$ cat config.mk
export PLATFORM = sky130hd
export DESIGN_NAME = rspOrderTop
export DESIGN_NICKNAME = d
export VERILOG_FILES = /design/src/hw/rspOrderPkg.sv /design/src/hw/slotAllocIf.sv /design/src/hw/rspOrderCtrl.sv /design/src/hw/readReorderBuf.sv /design/src/hw/writeTagHeap.sv /design/src/hw/rspOrderTop.sv
export VERILOG_INCLUDE_DIRS = /design/src /design/src/include
export SDC_FILE = /design/constraint.sdc
export NUM_CORES = 1
export LEC_CHECK = 0
export BUFFER_PORTS_ARGS = -buffer_cell sky130_fd_sc_hd__buf_2
export CAP_MARGIN = 10
export CORE_MARGIN = 3
export CORE_UTILIZATION = 45
export CTS_BUF_LIST = sky130_fd_sc_hd__clkbuf_8
export DETAILED_ROUTE_END_ITERATION = 6
export GPL_TIMING_DRIVEN = 0
export PLACE_DENSITY_LB_ADDON = 0.05
export SYNTH_ARGS = -nofsm -noshare
export SYNTH_HDL_FRONTEND = slang
export SYNTH_HIERARCHICAL = 1
export SYNTH_SLANG_ARGS = --single-unit
$ cat constraint.sdc
create_clock -name clk -period 3.15 [get_ports clk]
set_input_delay 0 -clock clk [delete_from_list [all_inputs] [get_ports clk]]
set_output_delay 0 -clock clk [all_outputs]
set_load 0.05 [all_outputs]
$ cat src/include/rspOrder_defines.svh
`ifndef RSP_ORDER_DEFINES_SVH
`define RSP_ORDER_DEFINES_SVH

// Slots per channel in the reorder buffer and in the write tag heap
// Kept at a power of two so that the slot pointers wrap on their own
`define RSP_ORDER_SLOTS 8

// Width of the client tag carried on every request and response
`define RSP_ORDER_TAG_BITS 8

// Width of one read data word
`define RSP_ORDER_DATA_BITS 32

// Width of a request address
`define RSP_ORDER_ADDR_BITS 16

// A buffer reports full once fewer than this many slots are free
// The reserve absorbs the request issued while almost-full is still registered low
`define RSP_ORDER_MIN_FREE 2

`endif

$ cat src/hw/rspOrderPkg.sv
`include "rspOrder_defines.svh"

package rspOrderPkg;

    // Client tag as seen on requests and on responses
    typedef logic [`RSP_ORDER_TAG_BITS-1:0] tagT;

    // Slot index that replaces the client tag toward memory
    typedef logic [$clog2(`RSP_ORDER_SLOTS)-1:0] slotIdxT;

    // Free slot count, one bit wider than an index so it can hold the full depth
    typedef logic [$clog2(`RSP_ORDER_SLOTS+1)-1:0] slotCntT;

    // Read data word and request address
    typedef logic [`RSP_ORDER_DATA_BITS-1:0] dataT;
    typedef logic [`RSP_ORDER_ADDR_BITS-1:0] addrT;

    // Request channel label, also used to index per-channel vectors
    typedef enum logic {
        OP_READ,
        OP_WRITE
    } reqOpE;

    // Control FSM. ST_RESET lasts one cycle after reset release
    typedef enum logic {
        ST_RESET,
        ST_RUN
    } ctrlStateE;

endpackage

$ cat src/hw/slotAllocIf.sv
`timescale 1ns/1ns

// Slot allocation channel between the control module and one buffer
// The buffer always offers the slot its next allocation will take
// The control module takes it with a one-cycle pulse on alloc
interface slotAllocIf;
    import rspOrderPkg::*;

    // Pulse from control that consumes the offered slot
    logic    alloc;
    // Client tag to park in the slot until the response comes back
    tagT     allocTag;
    // Slot the next alloc pulse will take, valid while notFull is high
    slotIdxT allocIdx;
    // High while the buffer still has more than its reserve free
    logic    notFull;

    // Control side
    modport requester
    (
        output alloc,
        output allocTag,
        input  allocIdx,
        input  notFull
    );

    // Buffer side
    modport provider
    (
        input  alloc,
        input  allocTag,
        output allocIdx,
        output notFull
    );

endinterface

$ cat src/hw/rspOrderCtrl.sv
`timescale 1ns/1ns

module rspOrderCtrl
(
    input  logic                 clk,
    input  logic                 arstN,
    // Client requests
    input  logic                 clientRdValid,
    input  rspOrderPkg::addrT    clientRdAddr,
    input  rspOrderPkg::tagT     clientRdTag,
    input  logic                 clientWrValid,
    input  rspOrderPkg::addrT    clientWrAddr,
    input  rspOrderPkg::tagT     clientWrTag,
    output logic                 clientAlmFull,
    // Memory requests
    input  logic                 memAlmFull,
    output logic                 memRdValid,
    output rspOrderPkg::addrT    memRdAddr,
    output rspOrderPkg::slotIdxT memRdIdx,
    output logic                 memWrValid,
    output rspOrderPkg::addrT    memWrAddr,
    output rspOrderPkg::slotIdxT memWrIdx,
    // Slot allocation toward the read buffer and the write heap
    slotAllocIf.requester        rdAlloc,
    slotAllocIf.requester        wrAlloc
);
    import rspOrderPkg::*;

    ctrlStateE  stateQ;
    logic       almFullQ;
    logic [1:0] chanFull;
    logic [1:0] chanReq;
    logic       mergedAlmFull;

    // ========================================
    // Merged almost-full
    // ========================================

    // Either buffer filling or the memory side pushing back stalls both
    // channels together, so reads and writes stay in load/store order
    always_comb
    begin
        chanFull[OP_READ]  = !rdAlloc.notFull;
        chanFull[OP_WRITE] = !wrAlloc.notFull;
        mergedAlmFull      = memAlmFull || (|chanFull);
    end

    // Almost-full comes up high out of reset and holds through ST_RESET
    // The first edge after release loads the real merged value
    always_ff @(posedge clk or negedge arstN)
    begin
        if (!arstN)
        begin
            stateQ   <= ST_RESET;
            almFullQ <= 1'b1;
        end
        else
        begin
            // ST_RESET lasts a single cycle and the shim then stays running
            stateQ   <= ST_RUN;
            almFullQ <= mergedAlmFull;
        end
    end

    assign clientAlmFull = almFullQ;

    // ========================================
    // Request tag rewrite
    // ========================================

    // A request takes the offered slot and goes out in the same cycle with
    // the slot index in place of the client tag
    always_comb
    begin
        chanReq[OP_READ]  = clientRdValid && (stateQ == ST_RUN);
        chanReq[OP_WRITE] = clientWrValid && (stateQ == ST_RUN);

        rdAlloc.alloc    = chanReq[OP_READ];
        rdAlloc.allocTag = clientRdTag;
        memRdValid       = chanReq[OP_READ];
        memRdAddr        = clientRdAddr;
        memRdIdx         = rdAlloc.allocIdx;

        wrAlloc.alloc    = chanReq[OP_WRITE];
        wrAlloc.allocTag = clientWrTag;
        memWrValid       = chanReq[OP_WRITE];
        memWrAddr        = clientWrAddr;
        memWrIdx         = wrAlloc.allocIdx;
    end

endmodule

$ cat src/hw/readReorderBuf.sv
`timescale 1ns/1ns
`include "rspOrder_defines.svh"

module readReorderBuf
(
    input  logic                 clk,
    input  logic                 arstN,
    // Allocation from the control module
    slotAllocIf.provider         alloc,
    // Out-of-order read responses from memory
    input  logic                 memRdRspValid,
    input  rspOrderPkg::slotIdxT memRdRspIdx,
    input  rspOrderPkg::dataT    memRdRspData,
    // In-order read responses toward the client
    output logic                 clientRdRspValid,
    output rspOrderPkg::dataT    clientRdRspData,
    output rspOrderPkg::tagT     clientRdRspTag
);
    import rspOrderPkg::*;

    // ========================================
    // Slot storage
    // ========================================

    // Tag and data per slot, written by allocation and by memory response
    tagT                       tagMem [`RSP_ORDER_SLOTS];
    dataT                      dataMem [`RSP_ORDER_SLOTS];

    // Set when the response for a slot has landed, cleared when it leaves
    logic [`RSP_ORDER_SLOTS-1:0] filledQ;

    // Head is the oldest outstanding read and tail is the next slot to hand out
    slotIdxT headQ;
    slotIdxT tailQ;
    slotCntT freeCntQ;

    logic    headRelease;

    // The oldest read leaves as soon as its data is in
    // Filled is a register, so data written at one edge leaves after it at the earliest
    assign headRelease = filledQ[headQ];

    assign clientRdRspValid = headRelease;
    assign clientRdRspData  = dataMem[headQ];
    assign clientRdRspTag   = tagMem[headQ];

    // Offer the tail slot while more than the reserve is free
    assign alloc.allocIdx = tailQ;
    assign alloc.notFull  = (freeCntQ >= slotCntT'(`RSP_ORDER_MIN_FREE));

    always_ff @(posedge clk)
    begin
        if (alloc.alloc)
        begin
            tagMem[tailQ] <= alloc.allocTag;
        end
        if (memRdRspValid)
        begin
            dataMem[memRdRspIdx] <= memRdRspData;
        end
    end

    // ========================================
    // Pointers and fill state
    // ========================================

    always_ff @(posedge clk or negedge arstN)
    begin
        if (!arstN)
        begin
            headQ    <= '0;
            tailQ    <= '0;
            freeCntQ <= slotCntT'(`RSP_ORDER_SLOTS);
            filledQ  <= '0;
        end
        else
        begin
            // The released slot and the responding slot are never the same,
            // since every slot sees exactly one response
            if (headRelease)
            begin
                filledQ[headQ] <= 1'b0;
                headQ          <= headQ + slotIdxT'(1);
            end
            if (memRdRspValid)
            begin
                filledQ[memRdRspIdx] <= 1'b1;
            end
            if (alloc.alloc)
            begin
                tailQ <= tailQ + slotIdxT'(1);
            end
            // Free count goes down per allocation and up per release
            freeCntQ <= freeCntQ - slotCntT'(alloc.alloc) + slotCntT'(headRelease);
        end
    end

endmodule

$ cat src/hw/writeTagHeap.sv
`timescale 1ns/1ns
`include "rspOrder_defines.svh"

module writeTagHeap
(
    input  logic                 clk,
    input  logic                 arstN,
    // Allocation from the control module
    slotAllocIf.provider         alloc,
    // Write responses from memory, in any order
    input  logic                 memWrRspValid,
    input  rspOrderPkg::slotIdxT memWrRspIdx,
    // Write responses toward the client, one cycle later
    output logic                 clientWrRspValid,
    output rspOrderPkg::tagT     clientWrRspTag
);
    import rspOrderPkg::*;

    // Client tags parked by slot index
    tagT     tagMem [`RSP_ORDER_SLOTS];

    // Free list as a ring of slot indices with pop and push pointers
    slotIdxT freeListQ [`RSP_ORDER_SLOTS];
    slotIdxT popPtrQ;
    slotIdxT pushPtrQ;
    slotCntT freeCntQ;

    logic    rspValidQ;
    tagT     rspTagQ;

    assign alloc.allocIdx = freeListQ[popPtrQ];
    assign alloc.notFull  = (freeCntQ >= slotCntT'(`RSP_ORDER_MIN_FREE));

    // ========================================
    // Tag store and response lookup
    // ========================================

    always_ff @(posedge clk)
    begin
        if (alloc.alloc)
        begin
            tagMem[alloc.allocIdx] <= alloc.allocTag;
        end
        // Registered lookup, the tag is presented the cycle after the response
        if (memWrRspValid)
        begin
            rspTagQ <= tagMem[memWrRspIdx];
        end
    end

    assign clientWrRspValid = rspValidQ;
    assign clientWrRspTag   = rspTagQ;

    // ========================================
    // Free list
    // ========================================

    // The list starts holding every slot in order
    // A freed index is pushed at the same edge its tag is read out
    always_ff @(posedge clk or negedge arstN)
    begin
        if (!arstN)
        begin
            for (int i = 0; i < `RSP_ORDER_SLOTS; i++)
            begin
                freeListQ[i] <= slotIdxT'(i);
            end
            popPtrQ   <= '0;
            pushPtrQ  <= '0;
            freeCntQ  <= slotCntT'(`RSP_ORDER_SLOTS);
            rspValidQ <= 1'b0;
        end
        else
        begin
            rspValidQ <= memWrRspValid;
            if (alloc.alloc)
            begin
                popPtrQ <= popPtrQ + slotIdxT'(1);
            end
            if (memWrRspValid)
            begin
                freeListQ[pushPtrQ] <= memWrRspIdx;
                pushPtrQ            <= pushPtrQ + slotIdxT'(1);
            end
            freeCntQ <= freeCntQ - slotCntT'(alloc.alloc) + slotCntT'(memWrRspValid);
        end
    end

endmodule

$ cat src/hw/rspOrderTop.sv
`timescale 1ns/1ns

module rspOrderTop
(
    input  logic                 clk,
    input  logic                 arstN,
    // Client requests
    input  logic                 clientRdValid,
    input  rspOrderPkg::addrT    clientRdAddr,
    input  rspOrderPkg::tagT     clientRdTag,
    input  logic                 clientWrValid,
    input  rspOrderPkg::addrT    clientWrAddr,
    input  rspOrderPkg::tagT     clientWrTag,
    output logic                 clientAlmFull,
    // Client responses
    output logic                 clientRdRspValid,
    output rspOrderPkg::dataT    clientRdRspData,
    output rspOrderPkg::tagT     clientRdRspTag,
    output logic                 clientWrRspValid,
    output rspOrderPkg::tagT     clientWrRspTag,
    // Memory requests
    output logic                 memRdValid,
    output rspOrderPkg::addrT    memRdAddr,
    output rspOrderPkg::slotIdxT memRdIdx,
    output logic                 memWrValid,
    output rspOrderPkg::addrT    memWrAddr,
    output rspOrderPkg::slotIdxT memWrIdx,
    input  logic                 memAlmFull,
    // Memory responses
    input  logic                 memRdRspValid,
    input  rspOrderPkg::slotIdxT memRdRspIdx,
    input  rspOrderPkg::dataT    memRdRspData,
    input  logic                 memWrRspValid,
    input  rspOrderPkg::slotIdxT memWrRspIdx
);

    // One allocation channel per request channel
    slotAllocIf rdAlloc ();
    slotAllocIf wrAlloc ();

    // Almost-full merge and tag rewrite on the request path
    rspOrderCtrl iCtrl
    (
        .clk, .arstN,
        .clientRdValid, .clientRdAddr, .clientRdTag,
        .clientWrValid, .clientWrAddr, .clientWrTag,
        .clientAlmFull, .memAlmFull,
        .memRdValid, .memRdAddr, .memRdIdx,
        .memWrValid, .memWrAddr, .memWrIdx,
        .rdAlloc (rdAlloc.requester),
        .wrAlloc (wrAlloc.requester)
    );

    // Reads come back to the client in issue order
    readReorderBuf iRdBuf
    (
        .clk, .arstN,
        .alloc (rdAlloc.provider),
        .memRdRspValid, .memRdRspIdx, .memRdRspData,
        .clientRdRspValid, .clientRdRspData, .clientRdRspTag
    );

    // Writes come back in memory order with their tags restored
    writeTagHeap iWrHeap
    (
        .clk, .arstN,
        .alloc (wrAlloc.provider),
        .memWrRspValid, .memWrRspIdx,
        .clientWrRspValid, .clientWrRspTag
    );

endmodule

==> results of run 1 <==
==> critical path: stages (launching register included) <==
cell and delay [ns]:
sky130_fd_sc_hd__dfrtp_1 0.32, sky130_fd_sc_hd__clkbuf_1 0.37, sky130_fd_sc_hd__mux4_2 0.40, sky130_fd_sc_hd__mux2_2 0.37, sky130_fd_sc_hd__nor4b_2 1.08
==> cells in the mapped netlist <==
cell type                   count
sky130_fd_sc_hd__edfxtp_1     392
sky130_fd_sc_hd__mux2_2        82
sky130_fd_sc_hd__mux4_1        71
sky130_fd_sc_hd__buf_4         56
sky130_fd_sc_hd__dfrtp_1       40
sky130_fd_sc_hd__mux4_2        30
sky130_fd_sc_hd__inv_1         17
sky130_fd_sc_hd__dfstp_2       15
sky130_fd_sc_hd__nand2_1       15
sky130_fd_sc_hd__ha_1          14
sky130_fd_sc_hd__buf_2         13
sky130_fd_sc_hd__nor2_1        13
sky130_fd_sc_hd__clkbuf_1      10
sky130_fd_sc_hd__buf_6          9
sky130_fd_sc_hd__nand2b_1       9
sky130_fd_sc_hd__a21o_1         7
sky130_fd_sc_hd__nor3_1         6
sky130_fd_sc_hd__xor2_1         6
sky130_fd_sc_hd__o21ai_0        5
sky130_fd_sc_hd__xnor2_1        5
sky130_fd_sc_hd__buf_1          4
sky130_fd_sc_hd__and4b_1        3
sky130_fd_sc_hd__and4bb_1       3
sky130_fd_sc_hd__mux2i_1        3
sky130_fd_sc_hd__nand4b_1       3
sky130_fd_sc_hd__a21oi_1        2
sky130_fd_sc_hd__and2_1         2
sky130_fd_sc_hd__fa_1           2
sky130_fd_sc_hd__nor2b_1        2
sky130_fd_sc_hd__nor3b_1        2
sky130_fd_sc_hd__a22oi_1        1
sky130_fd_sc_hd__a2bb2oi_1      1
sky130_fd_sc_hd__a31o_2         1
sky130_fd_sc_hd__and4_1         1
sky130_fd_sc_hd__buf_12         1
sky130_fd_sc_hd__clkbuf_2       1
sky130_fd_sc_hd__conb_1         1
sky130_fd_sc_hd__mux2_1         1
sky130_fd_sc_hd__nand3_1        1
sky130_fd_sc_hd__nand3b_1       1
sky130_fd_sc_hd__nand4_1        1
sky130_fd_sc_hd__nor4b_2        1
sky130_fd_sc_hd__o31ai_1        1
==> worst max path at each step <==
stage,end,depth (start not counted),slack (ns)
final,iWrHeap/tagMem[0][2],4,0.22
after global routing,iWrHeap/tagMem[0][2],4,0.11
after CTS,iWrHeap/tagMem[0][2],4,0.20
after detailed placement,iWrHeap/tagMem[0][0],4,0.18
after global placement,iRdBuf/dataMem[4][15],3,-2.66
after floorplan,iRdBuf/dataMem[0][0],2,0.26
==> kinds of logic after synthesis <==
family	synth area share
DFF	0.723
muxes	0.193
buffers and inverters	0.0400
and+or+nand+nor	0.0202
AOI/OAI and AO/OA	0.00660
adders and majority gates	0.0118
xor gates and xnor gates	0.00529
other	0.000206
==> metal layers <==
metal / GRT usage / wire (um) / vias to the layer above
met5: 0 / 7 / -
met4: 0.0531 / 616 / 2
met2: 0.281 / 18200 / 190
met3: 0.0368 / 1660 / 54
li1: - / - / 4046
met1: 0.242 / 16500 / 4520
==> cell usage in the layout, fill, tap and decap left out, types with 7 or more instances in the layout <==
master / n
sky130_fd_sc_hd__nor2_1: 7
sky130_fd_sc_hd__buf_6: 13
sky130_fd_sc_hd__mux4_2: 30
sky130_fd_sc_hd__a21o_1: 7
sky130_fd_sc_hd__clkinv_1: 19
sky130_fd_sc_hd__nand2_1: 15
sky130_fd_sc_hd__buf_2: 146
sky130_fd_sc_hd__dfstp_2: 15
sky130_fd_sc_hd__inv_1: 41
sky130_fd_sc_hd__dlygate4sd3_1: 61
sky130_fd_sc_hd__buf_12: 7
sky130_fd_sc_hd__buf_4: 56
sky130_fd_sc_hd__edfxtp_1: 392
sky130_fd_sc_hd__mux2_2: 82
sky130_fd_sc_hd__clkbuf_1: 10
sky130_fd_sc_hd__mux4_1: 71
sky130_fd_sc_hd__clkinv_2: 11
sky130_fd_sc_hd__nand2b_1: 9
sky130_fd_sc_hd__clkbuf_8: 77
sky130_fd_sc_hd__ha_1: 14
sky130_fd_sc_hd__dfrtp_1: 40
==> timing repair <==
| item | in CTS | in global routing |
|---|---|---|
| endpoints found under the setup margin | 0 | 0 |
| setup buffers | 0 | 0 |
| endpoints found under the hold margin | 530 | 0 |
| hold buffers | 61 | 0 |
==> power by group through the flow <==
stage	combinational, uW	sequential [uW]	clock (uW)
finish	6550	7500	4570
global placement	6540	7610	0
floorplan	5000	7600	0
global route	7020	7580	5040
CTS	6680	7510	4760
detailed placement	6600	7620	0
==> stage by stage <==
step | instance area, sq um | total power, uW | hold slack (ns)
global route | 21800 | 19600 | 0.00332
global placement | 19500 | 14100 | 0.206
floorplan | 18200 | 12600 | -0.296
CTS | 21800 | 18900 | 0.00404
detailed placement | 19800 | 14200 | -0.00262
finish | 21800 | 18600 | 0.0362
==> state kept, by name (all words and copies together), names as in the netlist <==
name / count
iWrHeap/freeListQ: 24
iWrHeap/popPtrQ: 3
iWrHeap/tagMem: 64
iWrHeap/clientWrRspValid: 1
iRdBuf/filledQ: 8
iCtrl/stateQ: 1
iRdBuf/dataMem: 256
iWrHeap/freeCntQ: 4
iRdBuf/alloc.allocIdx: 3
iWrHeap/pushPtrQ: 3
iCtrl/clientAlmFull: 1
iRdBuf/headQ: 3
iRdBuf/freeCntQ: 4
iRdBuf/tagMem: 64
iWrHeap/clientWrRspTag: 8
==> final cells by class <==
type | instances | area share
tap | 525 | 0.0301
clock buffer | 77 | 0.0486
clock inverter | 61 | 0.0129
multi-input combinational | 296 | 0.201
sequential | 447 | 0.604
inverter | 17 | 0.00293
timing repair buffer | 209 | 0.0702
buffer | 94 | 0.0305
==> results.txt, run 1 <==
The initial antenna violation count is 1. Post-CTS repair changed the size of 0 cells. Of the available clock period, the critical path in the final layout requires 0.929. The highest achievable clock rate is 342 MHz.

The number of global-route vias before repair came out at 9,501. TritonCTS built the clock tree. The final cell count without fillers came out at 1,726. The layout-stage area growth over the synthesis result came out at 19.7%.

In the global route stage, overall resource usage came out at 0.174. The number of buffers created by CTS is 76. The share of final-layout standard cells stronger than drive strength 1 came out at 0.385. The DRC violation count after routing came out at 0. The count of nets left with antenna violations after detail routing is 0. The startpoint of the tightest hold check path is memWrRspIdx[2]. The die extent in x came out at 207 um. The register cell area after layout came out at 0.0132 sq mm.

The internal power of the cells is 12,100 uW. The startpoint identified for the worst register-to-register timing path is iWrHeap/popPtrQ[2]. The count of distinct cell types in the synthesized netlist is 43. The count of max-cap constraint violations came out at 0. The number of vias after detailed routing came out at 8,812. The setup slack of the most critical reg-to-reg path came out at 0.22 ns. The initialized floorplan defines 73 standard-cell rows. In the final layout, the multi-input gates occupy 0.00437 sq mm.

The total number of nets in the final design is 1,250. The final hold violation count is 0. The maximum fanout along the worst path came out at 9. The sequential group share of total power came out at 0.403. The total negative slack is 0 ns. The number of nets in the synthesized netlist is 963. The largest net degree at the start of global routing is 37.

The post-detailed-placement half-perimeter wirelength is 22,900 um. Dividing total power by cell area gives a power density of 854 mW/mm^2. The reg-to-reg critical path endpoint is iWrHeap/tagMem[0][2]. The filler cell count is 3,217.

The area inside the core boundary is 0.0398 sq mm. The CTS root buffer is sky130_fd_sc_hd__clkbuf_8. The max-slew violation count came out at 0. At the end of routability-driven placement, the weighted congestion stood at 0.676. The cell count after synthesis came out at 854. A synthesized cell averages 21.3 sq um. The net switching power is 6520 uW. The initial DRC count is 417. The area share of the leading cell type in the synthesized netlist is 0.647.

The detailed-route vias per instance is 5.11. The combinational share of power is 0.352. The flow ran to the end, and the final reports show no timing, DRC or antenna violations. The maximum resistive drop on vdd came out at 0.921 mV. The number of synthesized register bits is 447. The post-layout worst setup margin came out at 0.223 ns.

After synthesis, the cell types taking the most area are sky130_fd_sc_hd__edfxtp_1 65%, sky130_fd_sc_hd__mux4_1 10%, sky130_fd_sc_hd__dfrtp_1 5.5%. The antenna diode instance count came out at 0. Of the total power, the share spent switching nets is 0.350. sky130_fd_sc_hd__edfxtp_1 takes more of the synthesized area than any other cell. The post-layout minimum cycle time is 2.93 ns. The critical path data arrival time is 3.15 ns.

The count of H-tree levels built during CTS is 3. Setup repair after global routing left no endpoint under its margin. The total congestion overflow came out at 0. The remaining max-slew budget at the tightest pin came out at 0.174. After detailed placement, the design holds a cell count of 1,527. The source-to-sink clock delay at the later pin of the worst-skew pair is 0.61 ns.

The final routed wire length divided by cell count is 21.4 um. The initial utilization of the core area, before any placement, comes to 0.457. The static leakage power came out at 0.00807 uW. Of the total power, the clock network draws 0.245.

The tightest min-delay check is of the primary input to flop type. The mapped cell area came out at 0.0182 sq mm. For the pin with the worst max-slew slack, the measured transition is 1.24 ns. The logic depth of the worst register-to-register path came out at 4. The pre-CTS worst setup slack came out at 0.179 ns. The die outline height came out at 207 um. The worst setup path is launched from a flop. The number of buffers added on ports came out at 133. Measured on the finished design, the core utilization comes to 0.547. The first global-routing pass estimated 57,300 um of wire.

Data on the critical path is required at its endpoint by 3.37 ns. The area of the die is 0.0429 sq mm. The clock transition time at the flip-flop clock pins of the worst setup and hold paths came out at 0.06 ns. The hold-critical path depth came out at 2. The clock arrives with 0.0136 ns of skew. The endpoint kind of the worst setup timing path is a flop. Setup violations remaining at the end of the flow were counted as 0. The share of the Yosys chip area taken by registers is 0.723. The overall routed net length came out at 37,000 um. For hold timing, the worst endpoint is iWrHeap/clientWrRspTag[4]. The worst setup path startpoint is iWrHeap/popPtrQ[2].

Pin placement for this block handled 184 I/O pins. The total number of yosys warnings came out at 6. Counting every sink on the clock net gives 447. The maximum buffer depth of the clock tree is 3.

The worst setup path is of the flop to flop kind. The iteration count of the initial detailed-routing pass is 5.
Note: power is estimated with default switching activity, not from simulation.
==> inputs of run 2 (changes only) <==
- clock period: 3.15 -> 2.4 ns (I/O delays scaled with it)
==> results.txt, run 2 (synthesis gave the netlist of run 1 again) <==
The initial standard-cell utilization of the core came out at 0.457 (unchanged). The total number of placement rows came to 73 (unchanged). The post-placement cell count is 1,525 (-0.13%). The portion of total power attributed to the clock network came out at 0.222 (-0.023).

The area of the die came out at 0.0429 sq mm (unchanged). The area inside the core boundary came out at 0.0398 sq mm (unchanged). The source-to-sink clock delay at the later pin of the worst-skew pair came out at 0.61 ns (about the same). The DRC violation count after routing was 0 (unchanged). The post-layout minimum cycle time was 2.39 ns (-0.539 ns).

The antenna diode instance count is 0 (unchanged). The type of the tightest min-delay check is primary input to flop. The critical path goes through buf_6, mux2_4, mux4_2, buf_6, nor4b_4, buf_4. The aggregate global-route resource usage came out at 0.175 (+0.00102). The library cell contributing the largest single delay on the critical path is sky130_fd_sc_hd__mux4_2.

The post-route clock period utilization came to 0.995 (+0.0660). The share of final-layout standard cells stronger than drive strength 1 is 0.445 (+0.0605). More flip-flops sit in one register than any other, and that register is iRdBuf/dataMem. The largest registers in the layout are iRdBuf/dataMem x256, iRdBuf/tagMem x64, iWrHeap/tagMem x64. The power density relative to cell area is 1190 mW/mm^2 (+39%). The filler cell count is 3,164 (-1.6%). The register cell area after layout is 0.0132 sq mm (about the same). The initial DRC count is 516 (+24%).

From synthesis to final layout, the design area changed by 22.9%. The count of H-tree levels built during CTS is 3 (unchanged). The internal power of the cells is 17,700 uW (+46%). The clock transition time at the flip-flop clock pins of the worst setup and hold paths is 0.06 ns (about the same). The library cells used most frequently in the layout, excluding fill and tap cells, are 392 x sky130_fd_sc_hd__edfxtp_1, 96 x sky130_fd_sc_hd__buf_2, 85 x sky130_fd_sc_hd__mux4_2, 79 x sky130_fd_sc_hd__clkbuf_8, 62 x sky130_fd_sc_hd__buf_4. The sequential group share of total power is 0.371 (-0.032). The total congestion overflow is 0 (unchanged). The highest achievable clock rate was 419 MHz (+23%). The first-pass GRT wire length is 57,400 um (+0.19%). The CTS root buffer is sky130_fd_sc_hd__clkbuf_8. The critical path in this run is classified as flop to flop. The switching share of power is 0.337 (-0.0127). The number of buffers created by CTS was 76 (unchanged). The final hold slack is 0.0484 ns (+0.0122 ns). The post-detailed-placement half-perimeter wirelength came out at 22,500 um (-1.9%). The number of global-route vias before repair is 9,555 (+0.57%).

The detailed-route vias per instance is 5.13 (+0.55%). The final routed wire length divided by cell count is 22.0 um (+2.7%). The total number of nets in the final design came out at 1,265 (+1.2%). The number of buffers added on ports is 133 (unchanged). The final hold violation count is 0 (unchanged). The maximum resistive drop on vdd came out at 2.02 mV (+120%). The maximum fanout along the worst path came out at 6 (-3). The die extent in x is 207 um (unchanged).

The overall power came to 26,600 uW (+43%). The placed standard-cell area was 0.0199 sq mm (about the same). The number of vias after detailed routing is 8,922 (+1.2%). The iteration count of the initial detailed-routing pass is 5 (unchanged). The worst setup path is captured at a flop.

The sink count of the clock tree came out at 447 (unchanged). The stage delay of the slowest cell on the critical path came to 0.56 ns (-0.52 ns). The overall routed net length is 38,200 um (+3.4%). The static leakage power came out at 0.00820 uW (+1.6%). The largest net degree at the start of global routing is 34 (-8.1%). The remaining max-slew budget at the tightest pin is 0.321 (+0.147). The critical path data arrival time is 2.70 ns (-0.45 ns). The number of placed I/O pins came out at 184 (unchanged).

The utilization after layout came out at 0.562 (+0.0146). The count of nets left with antenna violations after detail routing is 0 (unchanged). The max-slew violation count came out at 0 (unchanged). The most frequent cell on the critical path is sky130_fd_sc_hd__buf_6. The initial antenna violation count is 2 (+1).

The routability-driven placement congestion ratio is 0.689 (+1.9%). The clock skew after layout came out at 0.0210 ns (+0.00744 ns). The final instance area came out at 0.0224 sq mm (+2.7%). The leading cell type in the layout, fill and taps excluded is sky130_fd_sc_hd__edfxtp_1. The combined area of the multi-input logic cells is 0.00430 sq mm (-1.7%). The count of max-cap constraint violations was 0 (unchanged). TritonCTS built the clock tree. The flow ran to the end, and the final reports show no timing, DRC or antenna violations.

The combinational share of power came to 0.407 (+0.055). STA classifies the critical path startpoint as a flop. The final cell count without fillers is 1,738 (+0.70%). Setup repair after global routing could not meet its margin everywhere. The flip-flop count of the largest register, all copies and words added came out at 256 (unchanged). The slew at the pin with the worst max-slew slack is 1.01 ns (-0.221 ns).

The maximum buffer depth of the clock tree came out at 3 (unchanged). The die outline height is 207 um (unchanged). The number of failing setup endpoints in the final timing report is 0 (unchanged).

The required time reported for the critical path endpoint came out at 2.71 ns (-0.66 ns). The net switching power came to 8980 uW (+38%).
run 2: path summary, 6_finish.rpt:
path / slack [ns] / start / cells past startpoint / end
max: 0.01 / iWrHeap/popPtrQ[0] / 6 / iWrHeap/tagMem[0][4]
min: 0.05 / memWrRspIdx[2] / 2 / iWrHeap/clientWrRspTag[7]
max reg2reg: 0.01 / iWrHeap/popPtrQ[0] / 6 / iWrHeap/tagMem[0][4]
min reg2reg: 0.48 / iRdBuf/filledQ[3] / 1 / iRdBuf/filledQ[3]
max in group asynchronous: 0.54 / arstN / 4 / iRdBuf/alloc.allocIdx[0]
min in group asynchronous: 0.58 / arstN / 3 / iWrHeap/freeListQ[11]
run 2: timing repair:
| item | CTS | global route |
|---|---|---|
| resized for setup | 171 | 64 |
| hold buffers | 61 | 0 |
| setup buffers | 9 | 2 |
| cloned | 3 | 3 |
| hold endpoints to repair | 497 | 0 |
| pin swaps | 1 | 1 |
| setup endpoints to repair | 92 | 70 |
run 2: stage by stage:
stage                     setup WS (ns)  TNS [ns]
after detailed placement         -0.560     -5.91
after global routing             -0.101     -2.05
after CTS                       -0.0956     -1.62
after floorplan                  0.0383         0
after global placement            -1.45   -345.52
final                            0.0113         0
run 2: worst max-delay path, delay by kind of cell, from the launching register on:
kind | cells | cell delay, ns
buffers and inverters | 3 | 0.54
and+or+nand+nor | 1 | 0.26
muxes | 2 | 0.88
DFF | 1 | 0.41
run 2: layer usage:
metal / routed length, um / part of all wire / GRT usage
met1: 17200 / 0.45 / 0.244
met2: 18500 / 0.48 / 0.282
met3: 1810 / 0.047 / 0.0362
met4: 661 / 0.017 / 0.0543
met5: 21 / 0.00055 / 0
run 2: final cells by class:
type	count	area share
multi-input combinational	296	0.192
sequential	447	0.588
timing repair buffer	224	0.0923
tap	525	0.0294
buffer	94	0.0362
clock buffer	79	0.0486
inverter	17	0.00285
clock inverter	56	0.0101
run 2: power by group through the flow:
stage	Combinational (uW)	Clock, uW	Sequential, uW
after floorplan	6560	0	9970
after global placement	8580	0	9980
after detailed placement	8670	0	9990
after CTS	10400	6150	9870
after global routing	11500	6510	9970
final	10900	5910	9880
